[src/verilog/branch_types_pkg.sv]
// datapath types shared by the branch units and the testbench
// thread_t is sized for four threads, so widen it before raising THREAD_COUNT
// table field codes match the low three bits of a table port address

package branch_types_pkg;

    // ----------------------------------------
    // datapath widths
    // ----------------------------------------

    // program counter of the processor's instruction memory
    typedef logic [9:0] pc_t;

    // result flags left behind by a thread's previous instruction
    typedef logic [7:0] flags_t;

    // index into flags_t naming the flag that a branch tests
    typedef logic [2:0] cond_t;

    // thread number, enough for the default of four threads
    typedef logic [1:0] thread_t;

    localparam int PC_WIDTH = $bits(pc_t);

    // ----------------------------------------
    // per-thread table fields
    // ----------------------------------------

    // codes 5 to 7 are unused and writes to them are dropped
    typedef enum logic [2:0] {
        field_origin            = 3'd0,
        field_destination       = 3'd1,
        field_condition         = 3'd2,
        field_prediction        = 3'd3,
        field_prediction_enable = 3'd4
    } table_field_e;

endpackage

[src/verilog/bus_map_pkg.sv]
// Wishbone widths and the address map of the branch table port
// only writes reach the tables and reads always return zero
// data bits above a field's width are ignored by the units

package bus_map_pkg;

    typedef logic [7:0]  wb_adr_t;
    typedef logic [15:0] wb_dat_t;

    // ----------------------------------------
    // address layout
    // ----------------------------------------

    // bits 2 to 0 select the table field
    localparam int ADR_FIELD_LSB  = 0;
    localparam int ADR_FIELD_MSB  = 2;

    // bits 4 to 3 select the thread whose entry is written
    localparam int ADR_THREAD_LSB = 3;
    localparam int ADR_THREAD_MSB = 4;

    // bits 7 to 5 select the branch unit, so at most eight units exist
    localparam int ADR_UNIT_LSB   = 5;
    localparam int ADR_UNIT_MSB   = 7;

    // slave FSM, which only waits for a request or returns the ack
    typedef enum logic {
        bus_idle = 1'b0,
        bus_ack  = 1'b1
    } bus_state_e;

endpackage

[src/verilog/branch_check.sv]
// one branch unit holding origin, destination, condition and prediction
// entries for every thread; all outputs are zero when the unit misses
// a table write on edge k is not seen by the input sampled on edge k

`timescale 1ns/1ps

module branch_check
    import branch_types_pkg::*;
    import bus_map_pkg::*;
#(
    parameter int THREAD_COUNT = 4
)
(
    input  logic         clock,
    input  logic         rst_n,
    input  thread_t      thread,
    input  pc_t          pc,
    input  flags_t       flags,
    input  logic         table_wren,
    input  table_field_e table_field,
    input  thread_t      table_thread,
    input  wb_dat_t      table_data,
    output logic         unit_jump,
    output pc_t          unit_destination,
    output logic         unit_cancel
);

    pc_t   origin_table            [THREAD_COUNT];
    pc_t   destination_table       [THREAD_COUNT];
    cond_t condition_table         [THREAD_COUNT];
    logic  prediction_table        [THREAD_COUNT];
    logic  prediction_enable_table [THREAD_COUNT];

    pc_t    s1_pc;
    flags_t s1_flags;
    pc_t    s1_origin;
    pc_t    s1_destination;
    cond_t  s1_condition;
    logic   s1_prediction;
    logic   s1_prediction_enable;

    logic hit;
    logic flag;

    // ----------------------------------------
    // per-thread tables
    // ----------------------------------------

    // only the low bits of the bus word that fit the field are kept
    always_ff @(posedge clock or negedge rst_n) begin
        if (!rst_n) begin
            for (int t = 0; t < THREAD_COUNT; t++) begin
                origin_table[t]            <= '0;
                destination_table[t]       <= '0;
                condition_table[t]         <= '0;
                prediction_table[t]        <= 1'b0;
                prediction_enable_table[t] <= 1'b0;
            end
        end else if (table_wren) begin
            case (table_field)
                field_origin:            origin_table[table_thread]      <= table_data[PC_WIDTH-1:0];
                field_destination:       destination_table[table_thread] <= table_data[PC_WIDTH-1:0];
                field_condition:         condition_table[table_thread]   <= table_data[$bits(cond_t)-1:0];
                field_prediction:        prediction_table[table_thread]  <= table_data[0];
                field_prediction_enable: prediction_enable_table[table_thread] <= table_data[0];
                default: ;
            endcase
        end
    end

    // ----------------------------------------
    // stage one, capture input and entries
    // ----------------------------------------

    always_ff @(posedge clock) begin
        s1_pc                <= pc;
        s1_flags             <= flags;
        s1_origin            <= origin_table[thread];
        s1_destination       <= destination_table[thread];
        s1_condition         <= condition_table[thread];
        s1_prediction        <= prediction_table[thread];
        s1_prediction_enable <= prediction_enable_table[thread];
    end

    // ----------------------------------------
    // stage two, origin and condition check
    // ----------------------------------------

    assign hit  = (s1_pc == s1_origin);
    assign flag = s1_flags[s1_condition];

    // a cancel is raised on a hit whose real outcome differs from the
    // enabled prediction, whether or not the branch is taken
    always_ff @(posedge clock or negedge rst_n) begin
        if (!rst_n) begin
            unit_jump        <= 1'b0;
            unit_destination <= '0;
            unit_cancel      <= 1'b0;
        end else begin
            unit_jump        <= hit && flag;
            unit_destination <= (hit && flag) ? s1_destination : '0;
            unit_cancel      <= hit && s1_prediction_enable && (s1_prediction != flag);
        end
    end

endmodule

[src/verilog/branch_merge.sv]
// OR-reduction of all branch units into the registered result
// relies on every missing unit driving zero on all of its outputs

`timescale 1ns/1ps

module branch_merge
    import branch_types_pkg::*;
#(
    parameter int BRANCH_COUNT = 2
)
(
    input  logic                             clock,
    input  logic                             rst_n,
    input  logic [BRANCH_COUNT-1:0]          unit_jump,
    input  logic [BRANCH_COUNT*PC_WIDTH-1:0] unit_destination,
    input  logic [BRANCH_COUNT-1:0]          unit_cancel,
    output logic                             jump,
    output pc_t                              branch_destination,
    output logic                             cancel
);

    pc_t destination_any;

    // two units hitting at once would mix destinations, the tables must
    // give each thread at most one origin that can match
    always_comb begin
        destination_any = '0;
        for (int i = 0; i < BRANCH_COUNT; i++) begin
            destination_any = destination_any | unit_destination[i*PC_WIDTH +: PC_WIDTH];
        end
    end

    always_ff @(posedge clock or negedge rst_n) begin
        if (!rst_n) begin
            jump               <= 1'b0;
            branch_destination <= '0;
            cancel             <= 1'b0;
        end else begin
            jump               <= |unit_jump;
            branch_destination <= destination_any;
            cancel             <= |unit_cancel;
        end
    end

endmodule

[src/verilog/branch_unit_top.sv]
// branch resolution block of the barrel processor
// results for an input sampled on edge k appear after edge k+2
// BRANCH_COUNT may be at most 8, THREAD_COUNT at most 4

`timescale 1ns/1ps

module branch_unit_top
    import branch_types_pkg::*;
    import bus_map_pkg::*;
#(
    parameter int THREAD_COUNT = 4,
    parameter int BRANCH_COUNT = 2
)
(
    input  logic    clock,
    input  logic    rst_n,
    input  logic    wb_cyc,
    input  logic    wb_stb,
    input  logic    wb_we,
    input  wb_adr_t wb_adr,
    input  wb_dat_t wb_dat_w,
    output logic    wb_ack,
    output wb_dat_t wb_dat_r,
    input  pc_t     pc,
    input  flags_t  flags,
    output logic    jump,
    output pc_t     branch_destination,
    output logic    cancel
);

    logic [BRANCH_COUNT-1:0]          table_wren;
    table_field_e                     table_field;
    thread_t                          table_thread;
    wb_dat_t                          table_data;
    thread_t                          thread;
    logic [BRANCH_COUNT-1:0]          unit_jump;
    logic [BRANCH_COUNT*PC_WIDTH-1:0] unit_destination;
    logic [BRANCH_COUNT-1:0]          unit_cancel;

    // ----------------------------------------
    // host write path and thread sequencing
    // ----------------------------------------

    table_write_port #(
        .THREAD_COUNT (THREAD_COUNT),
        .BRANCH_COUNT (BRANCH_COUNT)
    ) i_table_write_port (
        .clock        (clock),
        .rst_n        (rst_n),
        .wb_cyc       (wb_cyc),
        .wb_stb       (wb_stb),
        .wb_we        (wb_we),
        .wb_adr       (wb_adr),
        .wb_dat_w     (wb_dat_w),
        .wb_ack       (wb_ack),
        .wb_dat_r     (wb_dat_r),
        .table_wren   (table_wren),
        .table_field  (table_field),
        .table_thread (table_thread),
        .table_data   (table_data)
    );

    thread_counter #(
        .THREAD_COUNT (THREAD_COUNT)
    ) i_thread_counter (
        .clock  (clock),
        .rst_n  (rst_n),
        .thread (thread)
    );

    // ----------------------------------------
    // branch units and merge
    // ----------------------------------------

    for (genvar i = 0; i < BRANCH_COUNT; i++) begin : g_unit
        branch_check #(
            .THREAD_COUNT (THREAD_COUNT)
        ) i_branch_check (
            .clock            (clock),
            .rst_n            (rst_n),
            .thread           (thread),
            .pc               (pc),
            .flags            (flags),
            .table_wren       (table_wren[i]),
            .table_field      (table_field),
            .table_thread     (table_thread),
            .table_data       (table_data),
            .unit_jump        (unit_jump[i]),
            .unit_destination (unit_destination[i*PC_WIDTH +: PC_WIDTH]),
            .unit_cancel      (unit_cancel[i])
        );
    end

    branch_merge #(
        .BRANCH_COUNT (BRANCH_COUNT)
    ) i_branch_merge (
        .clock              (clock),
        .rst_n              (rst_n),
        .unit_jump          (unit_jump),
        .unit_destination   (unit_destination),
        .unit_cancel        (unit_cancel),
        .jump               (jump),
        .branch_destination (branch_destination),
        .cancel             (cancel)
    );

endmodule

[src/verilog/table_write_port.sv]
// Wishbone classic slave for the branch tables, one ack cycle per access
// reads are acknowledged and return zero, since there is no table read-back
// writes to a missing unit, thread or an unused field code are acked and dropped

`timescale 1ns/1ps

module table_write_port
    import branch_types_pkg::*;
    import bus_map_pkg::*;
#(
    parameter int THREAD_COUNT = 4,
    parameter int BRANCH_COUNT = 2
)
(
    input  logic                    clock,
    input  logic                    rst_n,
    input  logic                    wb_cyc,
    input  logic                    wb_stb,
    input  logic                    wb_we,
    input  wb_adr_t                 wb_adr,
    input  wb_dat_t                 wb_dat_w,
    output logic                    wb_ack,
    output wb_dat_t                 wb_dat_r,
    output logic [BRANCH_COUNT-1:0] table_wren,
    output table_field_e            table_field,
    output thread_t                 table_thread,
    output wb_dat_t                 table_data
);

    bus_state_e state;
    logic       request;
    logic       write_ok;
    logic [ADR_UNIT_MSB-ADR_UNIT_LSB:0] unit_index;

    // a new request is only seen while ack is low
    assign request = (state == bus_idle) && wb_cyc && wb_stb;

    // ----------------------------------------
    // ack FSM
    // ----------------------------------------

    always_ff @(posedge clock or negedge rst_n) begin
        if (!rst_n) begin
            state <= bus_idle;
        end else if (state == bus_idle) begin
            if (request) begin
                state <= bus_ack;
            end
        end else begin
            // ack lasts one cycle, the host drops its request on seeing it
            state <= bus_idle;
        end
    end

    assign wb_ack   = (state == bus_ack);
    assign wb_dat_r = '0;

    // ----------------------------------------
    // write decode
    // ----------------------------------------

    assign unit_index   = wb_adr[ADR_UNIT_MSB:ADR_UNIT_LSB];
    assign table_field  = table_field_e'(wb_adr[ADR_FIELD_MSB:ADR_FIELD_LSB]);
    assign table_thread = thread_t'(wb_adr[ADR_THREAD_MSB:ADR_THREAD_LSB]);
    assign table_data   = wb_dat_w;

    assign write_ok = request && wb_we
                   && (int'(unit_index) < BRANCH_COUNT)
                   && (int'(table_thread) < THREAD_COUNT)
                   && (table_field inside {field_origin, field_destination,
                                           field_condition, field_prediction,
                                           field_prediction_enable});

    // the strobe is high in the request cycle, so the table takes the data
    // on the same edge that raises ack
    always_comb begin
        for (int i = 0; i < BRANCH_COUNT; i++) begin
            table_wren[i] = write_ok && (int'(unit_index) == i);
        end
    end

endmodule

[src/verilog/thread_counter.sv]
// round robin thread number seen by every branch unit
// the processor issues one thread per clock, starting at thread 0 after reset

`timescale 1ns/1ps

module thread_counter
    import branch_types_pkg::*;
#(
    parameter int THREAD_COUNT = 4
)
(
    input  logic    clock,
    input  logic    rst_n,
    output thread_t thread
);

    // the value held before an edge is the thread whose pc and flags
    // are sampled on that edge
    always_ff @(posedge clock or negedge rst_n) begin
        if (!rst_n) begin
            thread <= '0;
        end else if (thread == thread_t'(THREAD_COUNT - 1)) begin
            // wrap so that counts below the thread_t range still cycle
            thread <= '0;
        end else begin
            thread <= thread + 1'b1;
        end
    end

endmodule
[config.mk]
export PLATFORM = sky130hd
export DESIGN_NAME = branch_unit_top
export DESIGN_NICKNAME = d
export VERILOG_FILES = /design/src/verilog/branch_types_pkg.sv /design/src/verilog/bus_map_pkg.sv /design/src/verilog/branch_check.sv /design/src/verilog/branch_merge.sv /design/src/verilog/branch_unit_top.sv /design/src/verilog/table_write_port.sv /design/src/verilog/thread_counter.sv
export SDC_FILE = /design/constraint.sdc
export NUM_CORES = 1
export LEC_CHECK = 0
export BUFFER_PORTS_ARGS = -buffer_cell sky130_fd_sc_hd__buf_2
export CELL_PAD_IN_SITES_DETAIL_PLACEMENT = 1
export CELL_PAD_IN_SITES_GLOBAL_PLACEMENT = 2
export CORE_MARGIN = 10
export CORE_UTILIZATION = 30
export CTS_CLUSTER_SIZE = 16
export DETAILED_ROUTE_END_ITERATION = 16
export PLACE_DENSITY = 0.68
export SLEW_MARGIN = 20
export SYNTH_ARGS = -nofsm -noshare
export SYNTH_HDL_FRONTEND = slang
export SYNTH_SLANG_ARGS = --single-unit
[constraint.sdc]
create_clock -name clock -period 2.9 [get_ports clock]
set_input_delay 0.145 -clock clock [delete_from_list [all_inputs] [get_ports clock]]
set_output_delay 0.145 -clock clock [all_outputs]
set_load 0.05 [all_outputs]
== Yosys cells after proc, flatten, opt, wreduce, memory -nomap -nowiden ==
Index checks and enable logic that the tools add are counted.
Widths: inputs -> output; s select.

* Order comparisons: 6
* Add/subtract/negate cells: 1
* Reductions and logical operators: 29
* Eq/ne operators: 10
* Bitwise gates (word level): 4
* Mux-type cells: 55

{| class="wikitable"
|+ Operators with widths
! cell !! number
|-
| $bwmux 40 || 4
|-
| $mux 10 || 11
|-
| $bmux 10 s2 || 4
|-
| $bwmux 12 || 2
|-
| $demux 10 s2 || 1
|-
| $eq 10x10->1 || 2
|-
| $reduce_and 2->1 || 10
|-
| $bwmux 4 || 4
|-
| $mux 3 || 5
|-
| $logic_and 1x1->1 || 14
|-
| $mux 1 || 13
|-
| $bmux 3 s2 || 2
|-
| $or 10x10->10 || 1
|-
| $eq 3x2->1 const B || 3
|-
| $bmux 1 s2 || 4
|-
| $lt 3x4->1 const B || 2
|-
| $bmux 1 s3 || 2
|-
| $demux 3 s2 || 1
|-
| $ge 3x3->1 const B || 2
|-
| $logic_not 3->1 || 2
|-
| $not 2->3 || 2
|-
| $reduce_bool 5->1 || 1
|-
| $reduce_or 2->1 || 2
|-
| $eq 3x1->1 const B || 1
|-
| other kinds (9) || 10
|}

* Logic and storage cells: 168
* Flip-flop bits (word level): 307
* Output and inout bits: 29
* Bits of input ports: 47

== Depth between registers and ports, before layout ==
Gate-level depths: netlist (run 1).

* Depth in word-level cells: 8
* Depth in mapped cells: 5
* Depth with buffers taken out: 4

== Modules after synthesis ==
From an unflattened synthesis (run 1), not the netlist that was laid out.

* Cell total of the unflattened synthesis: 784
* Area, all modules: 12,627.1 µm²

{| class="wikitable"
|+ Modules (own cells, without submodules)
! module !! sequential area each (µm²) !! instances !! area each (µm²) !! cells an instance
|-
| branch_check || 3,663.5 || 2 || 5,911.9 || 355
|-
| branch_merge || 300.3 || 1 || 375.4 || 24
|-
| table_write_port || 25.0 || 1 || 361.6 || 46
|-
| thread_counter || 50.0 || 1 || 66.3 || 4
|}

== Worst setup path after synthesis (run 1) ==
OpenSTA, ideal clock, no wires.

* Path kind: register to register
* Start point: reg i_table_write_port.state, in the netlist i_table_write_port.wb_ack
* End point: reg g_unit[1].i_branch_check.origin_table[34] (netlist name)
* Required time: 2.772 ns
* Clock period less this slack: 2.257 ns
* Path buffers: 0
* Cell stages (with the launch flop): 5
* Arrival time: 2.129 ns
* Slack: 0.643 ns
* Library setup time: 0.128 ns
* Cell sequence: dfrtp_1 > nand4b_1 > nor3_1 > nand2_2 > mux2_1

* Word-level cells in the longest chain between the ends: 8

{| class="wikitable"
|+ Ends and longest elaborated chain
! what !! line !! source
|-
| from (decl) || table_write_port.sv:30 || <nowiki>bus_state_e state;</nowiki>
|-
| from (signal assigned) || table_write_port.sv:44 || <nowiki>state <= bus_idle;</nowiki>
|-
| from (signal assigned) || table_write_port.sv:47 || <nowiki>state <= bus_ack;</nowiki>
|-
| from (signal assigned) || table_write_port.sv:51 || <nowiki>state <= bus_idle;</nowiki>
|-
| $not 1->1 || -- ||
|-
| $logic_and 1x1->1 (2 in a row) || table_write_port.sv:36 || <nowiki>assign request = (state == bus_idle) && wb_cyc && wb_stb;</nowiki>
|-
| $logic_and 1x1->1 || table_write_port.sv:67 || <nowiki>assign write_ok = request && wb_we</nowiki>
|-
| $logic_and 1x1->1 || table_write_port.sv:68 || <nowiki>&& (int'(unit_index) < BRANCH_COUNT)</nowiki>
|-
| $logic_and 1x1->1 || table_write_port.sv:70 || <nowiki>&& (table_field inside {field_origin, field_destination,</nowiki>
|-
| $logic_and 1x1->1 || table_write_port.sv:78 || <nowiki>table_wren[i] = write_ok && (int'(unit_index) == i);</nowiki>
|-
| $reduce_and 2->1 (no source line) || -- ||
|-
| to (signal, indexed assignment) || branch_check.sv:61 || <nowiki>field_origin: origin_table[table_thread] <= table_data[PC_WIDTH-1:0];</nowiki>
|-
| to (decl) || branch_check.sv:28 || <nowiki>pc_t origin_table [THREAD_COUNT];</nowiki>
|}

Every way passes these cells.
A chain may end at the register's enable or synchronous reset.

== Worst setup path after layout (run 1) ==
* Start point: reg i_table_write_port.state, in the netlist i_table_write_port.wb_ack
* End point: reg g_unit[0].i_branch_check.origin_table[21] (netlist name)

* Word-level cells in the longest chain between the ends: 8

{| class="wikitable"
|+ Ends and longest elaborated chain
! what !! line
|-
| $not 1->1 || --
|-
| $logic_and 1x1->1 (2 in a row) || table_write_port.sv:36
|-
| $logic_and 1x1->1 || table_write_port.sv:67
|-
| $logic_and 1x1->1 || table_write_port.sv:68
|-
| $logic_and 1x1->1 || table_write_port.sv:70
|-
| $logic_and 1x1->1 || table_write_port.sv:78
|-
| $reduce_and 2->1 (no source line) || --
|-
| to (signal, indexed assignment) || branch_check.sv:61
|-
| to (decl) || branch_check.sv:28
|}

Every way passes these cells.

==> results of run 1 <==
## power by group
group	switching [mW]	total [mW]	leakage, nW	internal, mW
clock	1.71	4.42	0.557	2.71
combinational	0.221	0.336	2.33	0.115
sequential	0.0334	4.36	3.88	4.33
total	1.97	9.12	6.77	7.15
## timing repair
action,CTS,global route
hold buffers,21,0
endpoints found under the hold margin,81,0
gates resized for setup,0,0
## state kept, by name, summed over array words and instances, names as in the netlist, 10 cells and up
| name | count |
|---|---|
| g_unit.i_branch_check.unit_destination | 20 |
| g_unit.i_branch_check.s1_origin | 20 |
| i_branch_merge.branch_destination | 10 |
| g_unit.i_branch_check.s1_pc | 10 |
| g_unit.i_branch_check.origin_table | 80 |
| g_unit.i_branch_check.condition_table | 24 |
| g_unit.i_branch_check.destination_table | 80 |
| g_unit.i_branch_check.s1_destination | 20 |
## synth_stat cells
cell | n | share of area
or2_2 | 12 | 0.0063
buf_1 | 6 | 0.0019
nor2b_1 | 2 | 0.0010
dfxtp_1 | 68 | 0.11
dfrtp_1 | 239 | 0.50
nand4_1 | 4 | 0.0021
nand3_1 | 2 | 0.00084
nor3_1 | 3 | 0.0013
ha_1 | 1 | 0.0010
mux2_1 | 8 | 0.0075
nor4_4 | 3 | 0.0053
nand2_2 | 9 | 0.0047
nor4_1 | 4 | 0.0021
nand2b_1 | 3 | 0.0016
xnor2_1 | 22 | 0.016
conb_1 | 1 | 0.00031
and3b_1 | 1 | 0.00073
mux2_2 | 192 | 0.18
nor3_4 | 1 | 0.0014
buf_6 | 1 | 0.00094
buf_4 | 16 | 0.010
or4b_1 | 1 | 0.00084
mux2i_1 | 2 | 0.0017
nand2_1 | 29 | 0.0091
and4b_1 | 2 | 0.0017
nor2_1 | 11 | 0.0034
and2_1 | 20 | 0.010
nand4bb_1 | 2 | 0.0019
inv_1 | 1 | 0.00031
mux4_2 | 54 | 0.10
clkbuf_1 | 26 | 0.0082
nor2_2 | 1 | 0.00052
nand4b_1 | 2 | 0.0015
## tightest hold or removal path, cell delays in order
cell,delay (ns)
buf_2,0.15
nand3_1,0.09
mux2_2,0.14
## layer usage
| layer | vias to the layer above | wire, microns | GRT usage |
|---|---|---|---|
| met3 | 38 | 1130 | 0.0247 |
| li1 | 2856 | - | - |
| met5 | - | 0 | 0 |
| met1 | 3384 | 12900 | 0.157 |
| met2 | 97 | 12400 | 0.181 |
| met4 | 0 | 475 | 0.0322 |
## final cells by class
type / instances / area (sq um) / share of cell area
clock buffers: 53 / 1030 / 0.0718
clock inverters: 9 / 125 / 0.00875
inverters: 1 / 3.75 / 0.000263
multi-input cells: 407 / 4440 / 0.311
flip-flops and latches: 307 / 7350 / 0.514
well taps: 525 / 657 / 0.0459
repair buffers: 97 / 696 / 0.0487
## final timing paths
check,end,from,slack [ns],cells after the start
setup / recovery,g_unit[0].i_branch_check.origin_table[21]$_DFFE_PN0P_,i_table_write_port.wb_ack$_DFF_PN0_,0.87,4
hold / removal,flip-flop,wb_adr[4],0.05,3
setup reg to reg,g_unit[0].i_branch_check.origin_table[21]$_DFFE_PN0P_,i_table_write_port.wb_ack$_DFF_PN0_,0.87,4
hold reg to reg,i_branch_merge.jump$_DFF_PN0_,g_unit[1].i_branch_check.unit_jump$_DFF_PN0_,0.43,1
max in group asynchronous,g_unit[0].i_branch_check.condition_table[0]$_DFFE_PN0P_,rst_n,1.81,3
min in group asynchronous,g_unit[0].i_branch_check.origin_table[18]$_DFFE_PN0P_,rst_n,0.18,2
## stage by stage
stage,utilization,instance area [sq um]
floorplan,-,12000
global placement,0.326,12900
detailed placement,0.326,12900
CTS,0.361,14300
global route,0.361,14300
finish,0.361,14300
## kinds of logic (layout without fill, tap and decap cells)
kind of cell,after synthesis,after routing,share of synthesized area
xor gates and xnor gates,22,22,0.0161
adders and majority gates,1,1,0.00104
buffers and inverters,50,160,0.0213
DFF,307,307,0.613
muxes,256,256,0.291
other,1,16,0.000313
and+or+nand+nor,112,112,0.0566
==> run summary, run 1 <==
status: complete, no violations
diode count: 0
number of distinct library cells after synthesis: 33
critical path's slowest cell: nor2_1
CP Max Fanout: 10
fraction of layout cells with a size suffix above 1: 0.460
Core Region: 0.0396 sq mm
DR vias: 6,375
most frequent cells in the layout: dfrtp_1, mux2_2, dfxtp_1
CP peak stage delay: 0.42 ns
Die ar.: 0.0483 sq mm
sequential share of the synthesized area: 0.613
nets: 897
CP startpoint kind: flip-flop
Num CTS Buffers: 35
crit path cell chain: nand4bb_1 > nor2_1 > nand2_2 > mux2_2
Fmax achieved: 494 MHz
Leakage: 6.77 nW
global-route wire length before repair: 43.0 mm
worst slack, placed: 0.587 ns
crit path capture type: flip-flop
final worst path period share: 0.699
Total Power: 9.12 mW
DR vias/cell: 4.56
Die Height: 220 microns
max_cap viols: 0
Worst Hold Class: input port to flip-flop
grt ovf: 0
DR pass1 iterations: 3
vias in the first global route: 7,097
register bit count reported by yosys: 307
clock sink count: 307
final slew viol count: 0
DRT iter0 DRCs: 271
hpwl dp: 16.8 mm
Initial Utilization: 0.302
port buffer count: 53
Final Hold Fails: 0
RSZ-0062 raised after global routing: no
drt total wl: 26.9 mm
# H-tree levels: 2
pin count of the biggest net entering global routing: 69
root buffer cell: clkbuf_16
DRC viols: 0
critical path arrival: 2.42 ns
maximum root-to-sink buffer count: 3
chip width: 220 microns
CP bufs+invs: 0
WS Path Type: flip-flop to flip-flop
Fillers: 4,068
Final ANT Viol Nets: 0
Mapped Cells: 749
synthesis warning total: 0
Crit path max-delay family: simple AND/OR/NAND/NOR gates
most common cell after layout, fill and taps aside: dfrtp_1
worst path required time: 3.30 ns
final worst path period need: 2.03 ns
Worst Skew: 0.0138 ns
mean post-synth cell area: 16.0 sq um
synthesis-to-layout area growth: 19.4%
Slew @ Worst Pin: 0.849 ns
Worst Setup Slack, final: 0.874 ns
initial antenna violation count: 0
Final setup viols: 0
IO Pins: 76
worst hold slack: 0.0520 ns
Setup TNS Final: 0 ns
final std cells w/o fill: 1,399
postcts setup bufs: 0
GPL Wtd Cong: 0.684
max-slew headroom at the worst pin: 0.430
worst vdd ir: 0.389 mV
Rows: 73
clock latency on the worst-skew pair: 0.52 ns
Inst Count DP: 1,316
CTS tree: done
PwrDens: 638 mW/mm^2
gr usage total: 0.115
WL/cell: 19.3 microns
Reg clk slew, reported paths: 0.06 ns
Post-Syn Area: 0.0120 sq mm
Note: power is estimated with default switching activity, not from simulation.
==> run 2: changes to the inputs <==
==> constraint.sdc (replaced) <==
create_clock -name clock -period 2.01 [get_ports clock]
set_input_delay 0.1005 -clock clock [delete_from_list [all_inputs] [get_ports clock]]
set_output_delay 0.1005 -clock clock [all_outputs]
set_load 0.05 [all_outputs]
==> run summary, run 2 (same netlist as run 1, synthesis figures left out) <==
status: complete, no violations
Die ar.: 0.0483 sq mm (unchanged)
reg-to-reg endpoint: g_unit[0].i_branch_check.origin_table[32]$_DFFE_PN0P_
worst path required time: 2.39 ns (-0.91 ns)
most common cell after layout, fill and taps aside: dfrtp_1
RSZ-0062 raised after global routing: no
crit path cell chain: nand4bb_1 > nor3_1 > buf_4 > nand2_2 > mux2_2
Final setup viols: 0 (unchanged)
chip width: 220 microns (unchanged)
final std cells w/o fill: 1,411 (+0.86%)
hold path start: wb_adr[4]
GPL Wtd Cong: 0.701 (+2.5%)
DR pass1 iterations: 4 (+1)
Final Hold Fails: 0 (unchanged)
port buffer count: 53 (unchanged)
fin util: 0.366 (+0.00489)
DR vias/cell: 4.59 (+0.66%)
Stages on worst setup path: 5 (+1)
initial antenna violation count: 2 (+2)
hpwl dp: 17.1 mm (+1.7%)
postcts setup bufs: 0 (unchanged)
Worst Skew: 0.0279 ns (+0.0141 ns)
final worst path period share: 0.919 (+0.220)
CTS Hold Bufs: 21 (unchanged)
WL/cell: 18.9 microns (-2.1%)
DR vias: 6,472 (+1.5%)
Die Height: 220 microns (unchanged)
worst slack, placed: -0.0213 ns (-0.608 ns)
CP peak stage delay: 0.42 ns (about the same)
Rows: 73 (unchanged)
pin count of the biggest net entering global routing: 52 (-25%)
CP bufs+invs: 1 (+1)
Initial Utilization: 0.302 (unchanged)
R2R setup slack: 0.16 ns (-0.71 ns)
Slew @ Worst Pin: 0.763 ns (-0.0855 ns)
CTS resizes: 0 (unchanged)
worst hold slack: 0.0528 ns (+0.000732 ns)
worst vdd ir: 0.577 mV (+48%)
DRC viols: 0 (unchanged)
final slew viol count: 0 (unchanged)
WS Path Type: flip-flop to flip-flop
most frequent cells in the layout: dfrtp_1, mux2_2, dfxtp_1
clock sink count: 307 (unchanged)
IO Pins: 76 (unchanged)
drt total wl: 26.6 mm (-1.2%)
RR Startpoint: i_table_write_port.wb_ack$_DFF_PN0_
root buffer cell: clkbuf_16
critical path arrival: 2.23 ns (-0.19 ns)
max-slew headroom at the worst pin: 0.491 (+0.0614)
Reg clk slew, reported paths: 0.06 ns (about the same)
Core Region: 0.0396 sq mm (unchanged)
global-route wire length before repair: 42.0 mm (-2.3%)
Worst Setup Slack, final: 0.163 ns (-0.711 ns)
maximum root-to-sink buffer count: 3 (unchanged)
largest registers ranked by flip-flop count: g_unit.i_branch_check.destination_table: 80 flops, g_unit.i_branch_check.origin_table: 80 flops, g_unit.i_branch_check.condition_table: 24 flops
critical path's slowest cell: dfrtp_2
clock latency on the worst-skew pair: 0.52 ns (about the same)
DRT iter0 DRCs: 182 (-33%)
Leakage: 6.87 nW (+1.5%)
grt ovf: 0 (unchanged)
Setup TNS Final: 0 ns (unchanged)
crit path capture type: flip-flop
gr usage total: 0.112 (-0.00298)
synthesis-to-layout area growth: 21.0%
hold path depth: 3 (unchanged)
vias in the first global route: 7,146 (+0.69%)
CP Max Fanout: 10 (unchanged)
Fmax achieved: 541 MHz (+9.7%)
CTS tree: done
Crit path max-delay family: simple AND/OR/NAND/NOR gates
CP startpoint kind: flip-flop
Num CTS Buffers: 35 (unchanged)
diode count: 0 (unchanged)
Inst Count DP: 1,328 (+0.91%)
Worst Hold Class: input port to flip-flop
worst r2r path cells: 5 (+1)
nets: 909 (+1.3%)
final worst path period need: 1.85 ns (-0.179 ns)
# H-tree levels: 2 (unchanged)
max_cap viols: 0 (unchanged)
Final ANT Viol Nets: 0 (unchanged)
fraction of layout cells with a size suffix above 1: 0.476 (+0.0163)
PwrDens: 891 mW/mm^2 (+40%)
[run 2: layout make-up]
type,instances,area (sq um)
fillers,4086,25100
flip-flops and latches,307,7350
multi-input cells,407,4450
clock buffers,51,1050
repair buffers,109,911
well taps,525,657
clock inverters,11,76.3
inverters,1,3.75
[run 2: worst max path at each step]
stage                                         from                                                          to  slack (ns)
6_report       i_table_write_port.wb_ack$_DFF_PN0_       g_unit[0].i_branch_check.origin_table[32]$_DFFE_PN0P_        0.16
3_5_place_dp                             wb_adr[1]       g_unit[0].i_branch_check.origin_table[33]$_DFFE_PN0P_       -0.02
4_1_cts        i_table_write_port.wb_ack$_DFF_PN0_       g_unit[0].i_branch_check.origin_table[32]$_DFFE_PN0P_        0.12
2_1_floorplan  i_table_write_port.wb_ack$_DFF_PN0_  g_unit[1].i_branch_check.destination_table[11]$_DFFE_PN0P_       -0.07
3_3_place_gp                             wb_adr[1]       g_unit[0].i_branch_check.origin_table[37]$_DFFE_PN0P_        0.02
5_1_grt        i_table_write_port.wb_ack$_DFF_PN0_       g_unit[0].i_branch_check.origin_table[34]$_DFFE_PN0P_        0.01
[run 2: layer usage]
metal | vias up | track usage | routed length [microns]
li1 | 2879 | - | -
met1 | 3448 | 0.145 | 12100
met2 | 104 | 0.190 | 12900
met3 | 39 | 0.0202 | 1050
met4 | 2 | 0.0304 | 483
met5 | - | 0 | 13
[run 2: stage by stage]
stage                     power (mW)  instance area [sq um]
after floorplan                 6.65                  12000
after global placement          6.88                  13200
after detailed placement        6.89                  13200
after CTS                       13.2                  14500
after global routing            13.5                  14500
final                           12.9                  14500
[run 2: power breakdown]
part	internal [mW]	switching, mW
combinational	0.176	0.319
sequential	6.25	0.0485
clock	3.63	2.49
[run 2: worst register-to-register path, cell delays in order, from the launching register on]
cell and delay (ns):
dfrtp_2 0.42, nand4bb_1 0.30, nor3_1 0.23, buf_4 0.18, nand2_2 0.25, mux2_2 0.36
==> run 3: changes to the inputs <==
--- a/config.mk
+++ b/config.mk
@@ -5,7 +5,7 @@
 export SDC_FILE = /design/constraint.sdc
 export NUM_CORES = 1
 export LEC_CHECK = 0
-export BUFFER_PORTS_ARGS = -buffer_cell sky130_fd_sc_hd__buf_2
+export BUFFER_PORTS_ARGS = -buffer_cell sky130_fd_sc_hd__buf_4
 export CELL_PAD_IN_SITES_DETAIL_PLACEMENT = 1
 export CELL_PAD_IN_SITES_GLOBAL_PLACEMENT = 2
 export CORE_MARGIN = 10
@@ -17,3 +17,4 @@
 export SYNTH_ARGS = -nofsm -noshare
 export SYNTH_HDL_FRONTEND = slang
 export SYNTH_SLANG_ARGS = --single-unit
+export TNS_END_PERCENT = 50
==> run summary, run 3 (same netlist as run 1, synthesis figures left out) <==
most common cell after layout, fill and taps aside: dfrtp_1
Num CTS Buffers: 36 (+2.9%)
status: complete, no violations
initial antenna violation count: 0 (-2)
largest registers ranked by flip-flop count: g_unit.i_branch_check.destination_table: 80 flops, g_unit.i_branch_check.origin_table: 80 flops, g_unit.i_branch_check.condition_table: 24 flops
vias in the first global route: 7,051 (-1.3%)
GPL Wtd Cong: 0.723 (+3.2%)
final std cells w/o fill: 1,423 (+0.85%)
nets: 918 (+0.99%)
worst setup path end: g_unit[0].i_branch_check.origin_table[35]$_DFFE_PN0P_
R2R setup slack: 0.15 ns (about the same)
final worst path period share: 0.924 (+0.00516)
max_cap viols: 0 (unchanged)
synthesis-to-layout area growth: 24.1%
DR vias: 6,467 (-0.077%)
Total Power: 13.8 mW (+6.7%)
worst r2r path cells: 5 (unchanged)
pin count of the biggest net entering global routing: 65 (+25%)
Inst Count DP: 1,327 (-0.075%)
PwrDens: 927 mW/mm^2 (+4.0%)
root buffer cell: clkbuf_16
CP Max Fanout: 10 (unchanged)
hpwl dp: 16.9 mm (-1.1%)
critical path arrival: 2.26 ns (+0.03 ns)
worst hold slack: 0.0646 ns (+0.0119 ns)
fraction of layout cells with a size suffix above 1: 0.471 (-0.00525)
Cell Area, Placed: 0.0133 sq mm (+0.93%)
final slew viol count: 0 (unchanged)
Die ar.: 0.0483 sq mm (unchanged)
grt ovf: 0 (unchanged)
final worst path period need: 1.86 ns (+0.0104 ns)
diode count: 0 (unchanged)
drt total wl: 26.8 mm (+0.62%)
IO Pins: 76 (unchanged)
RR Startpoint: i_table_write_port.wb_ack$_DFF_PN0_
crit path capture type: flip-flop
Final ANT Viol Nets: 0 (unchanged)
DRC viols: 0 (unchanged)
critical path's slowest cell: dfrtp_2
Worst Hold Class: input port to flip-flop
postcts setup bufs: 0 (unchanged)
max-slew headroom at the worst pin: 0.629 (+0.138)
DR pass1 iterations: 4 (unchanged)
CP peak stage delay: 0.42 ns (about the same)
chip width: 220 microns (unchanged)
clock latency on the worst-skew pair: 0.53 ns (about the same)
Reg clk slew, reported paths: 0.06 ns (about the same)
WL/cell: 18.8 microns (-0.23%)
DR vias/cell: 4.54 (-0.92%)
Die Height: 220 microns (unchanged)
clock sink count: 307 (unchanged)
worst path required time: 2.41 ns (+0.02 ns)
Final setup viols: 0 (unchanged)
worst vdd ir: 0.530 mV (-8.1%)
RSZ-0062 raised after global routing: no
Slew @ Worst Pin: 0.555 ns (-0.208 ns)
CTS tree: done
Critical Path Source: i_table_write_port.wb_ack$_DFF_PN0_
# H-tree levels: 2 (unchanged)
gr usage total: 0.113 (+0.000512)
Final Hold Fails: 0 (unchanged)
most frequent cells in the layout: dfrtp_1, mux2_2, buf_4
Worst Skew: 0.0310 ns (+0.00305 ns)
Setup TNS Final: 0 ns (unchanged)
Finished Cell Area: 0.0149 sq mm (+2.5%)
global-route wire length before repair: 42.3 mm (+0.74%)
crit path cell chain: nand4bb_1 > nor3_1 > buf_4 > nand2_2 > mux2_2
Initial Utilization: 0.302 (unchanged)
port buffer count: 53 (unchanged)
maximum root-to-sink buffer count: 3 (unchanged)
Leakage: 7.00 nW (+2.0%)
WS Path Type: flip-flop to flip-flop
reg-to-reg endpoint: g_unit[0].i_branch_check.origin_table[35]$_DFFE_PN0P_
DRT iter0 DRCs: 295 (+62%)
Core Region: 0.0396 sq mm (unchanged)
CP startpoint kind: flip-flop
Fmax achieved: 538 MHz (-0.56%)
Rows: 73 (unchanged)
-- run 3: changes by cell type in the layout (fill, tap and decap cells not counted), sizes merged --
cell | before | now
bufinv | 0 | 6
dlygate4sd3 | 21 | 30
inv | 2 | 3
clkbuf | 51 | 50
clkinv | 9 | 7
buf | 88 | 87
-- run 3: metrics by stage --
| stage | setup slack (ns) | util |
|---|---|---|
| after detailed placement | 0.00114 | 0.335 |
| after CTS | 0.149 | 0.375 |
| final | 0.152 | 0.375 |
| after global placement | 0.0175 | 0.335 |
| after global routing | 0.0244 | 0.375 |
| after floorplan | -0.0708 | - |
-- run 3: layer usage --
metal / vias to the layer above / routed length [microns] / share of wire / track usage
li1: 2908 / - / - / -
met1: 3430 / 12300 / 0.46 / 0.148
met2: 93 / 13100 / 0.49 / 0.186
met3: 36 / 920 / 0.034 / 0.0208
met4: 0 / 518 / 0.019 / 0.0320
met5: - / 0 / 0 / 0
-- run 3: power breakdown --
group | internal (mW) | switching, mW
Sequential | 6.25 | 0.0485
Clock | 4.34 | 2.60
Combinational | 0.213 | 0.324
Total | 10.8 | 2.97
-- run 3: critical path: cells and delay by family, from the launching register on --
family / cells / cell delay, ns
buffers and inverters: 1 / 0.18
muxes: 1 / 0.37
DFF: 1 / 0.42
and+or+nand+nor: 3 / 0.77
-- run 3: worst min path at each step --
stage | start | endpoint | slack (ns) | cells after the start
detailed placement | rst_n | g_unit[1].i_branch_check.condition_table[0]$_DFFE_PN0P_ | 0.11 | 1
floorplan | rst_n | g_unit[0].i_branch_check.condition_table[0]$_DFFE_PN0P_ | -0.20 | 0
global route | wb_dat_w[1] | g_unit[0].i_branch_check.origin_table[21]$_DFFE_PN0P_ | 0.08 | 2
CTS | wb_dat_w[1] | g_unit[0].i_branch_check.origin_table[21]$_DFFE_PN0P_ | 0.04 | 2
global placement | rst_n | g_unit[1].i_branch_check.condition_table[0]$_DFFE_PN0P_ | 0.11 | 1
finish | wb_dat_w[1] | g_unit[0].i_branch_check.destination_table[21]$_DFFE_PN0P_ | 0.06 | 2
-- run 3: layout make-up --
cell class	instances	area (sq um)
Inverter	1	3.75
Tap cell	525	657
Sequential cell	307	7350
Clock inverter	16	267
Multi-Input combinational cell	407	4450
Clock buffer	50	1010
Timing Repair Buffer	117	1120
Fill cell	4049	24800
-- run 3: what timing repair did --
| item | in CTS | in global routing |
|---|---|---|
| hold endpoints to repair | 289 | 0 |
| gates resized for setup | 0 | 0 |
| hold buffers | 30 | 0 |
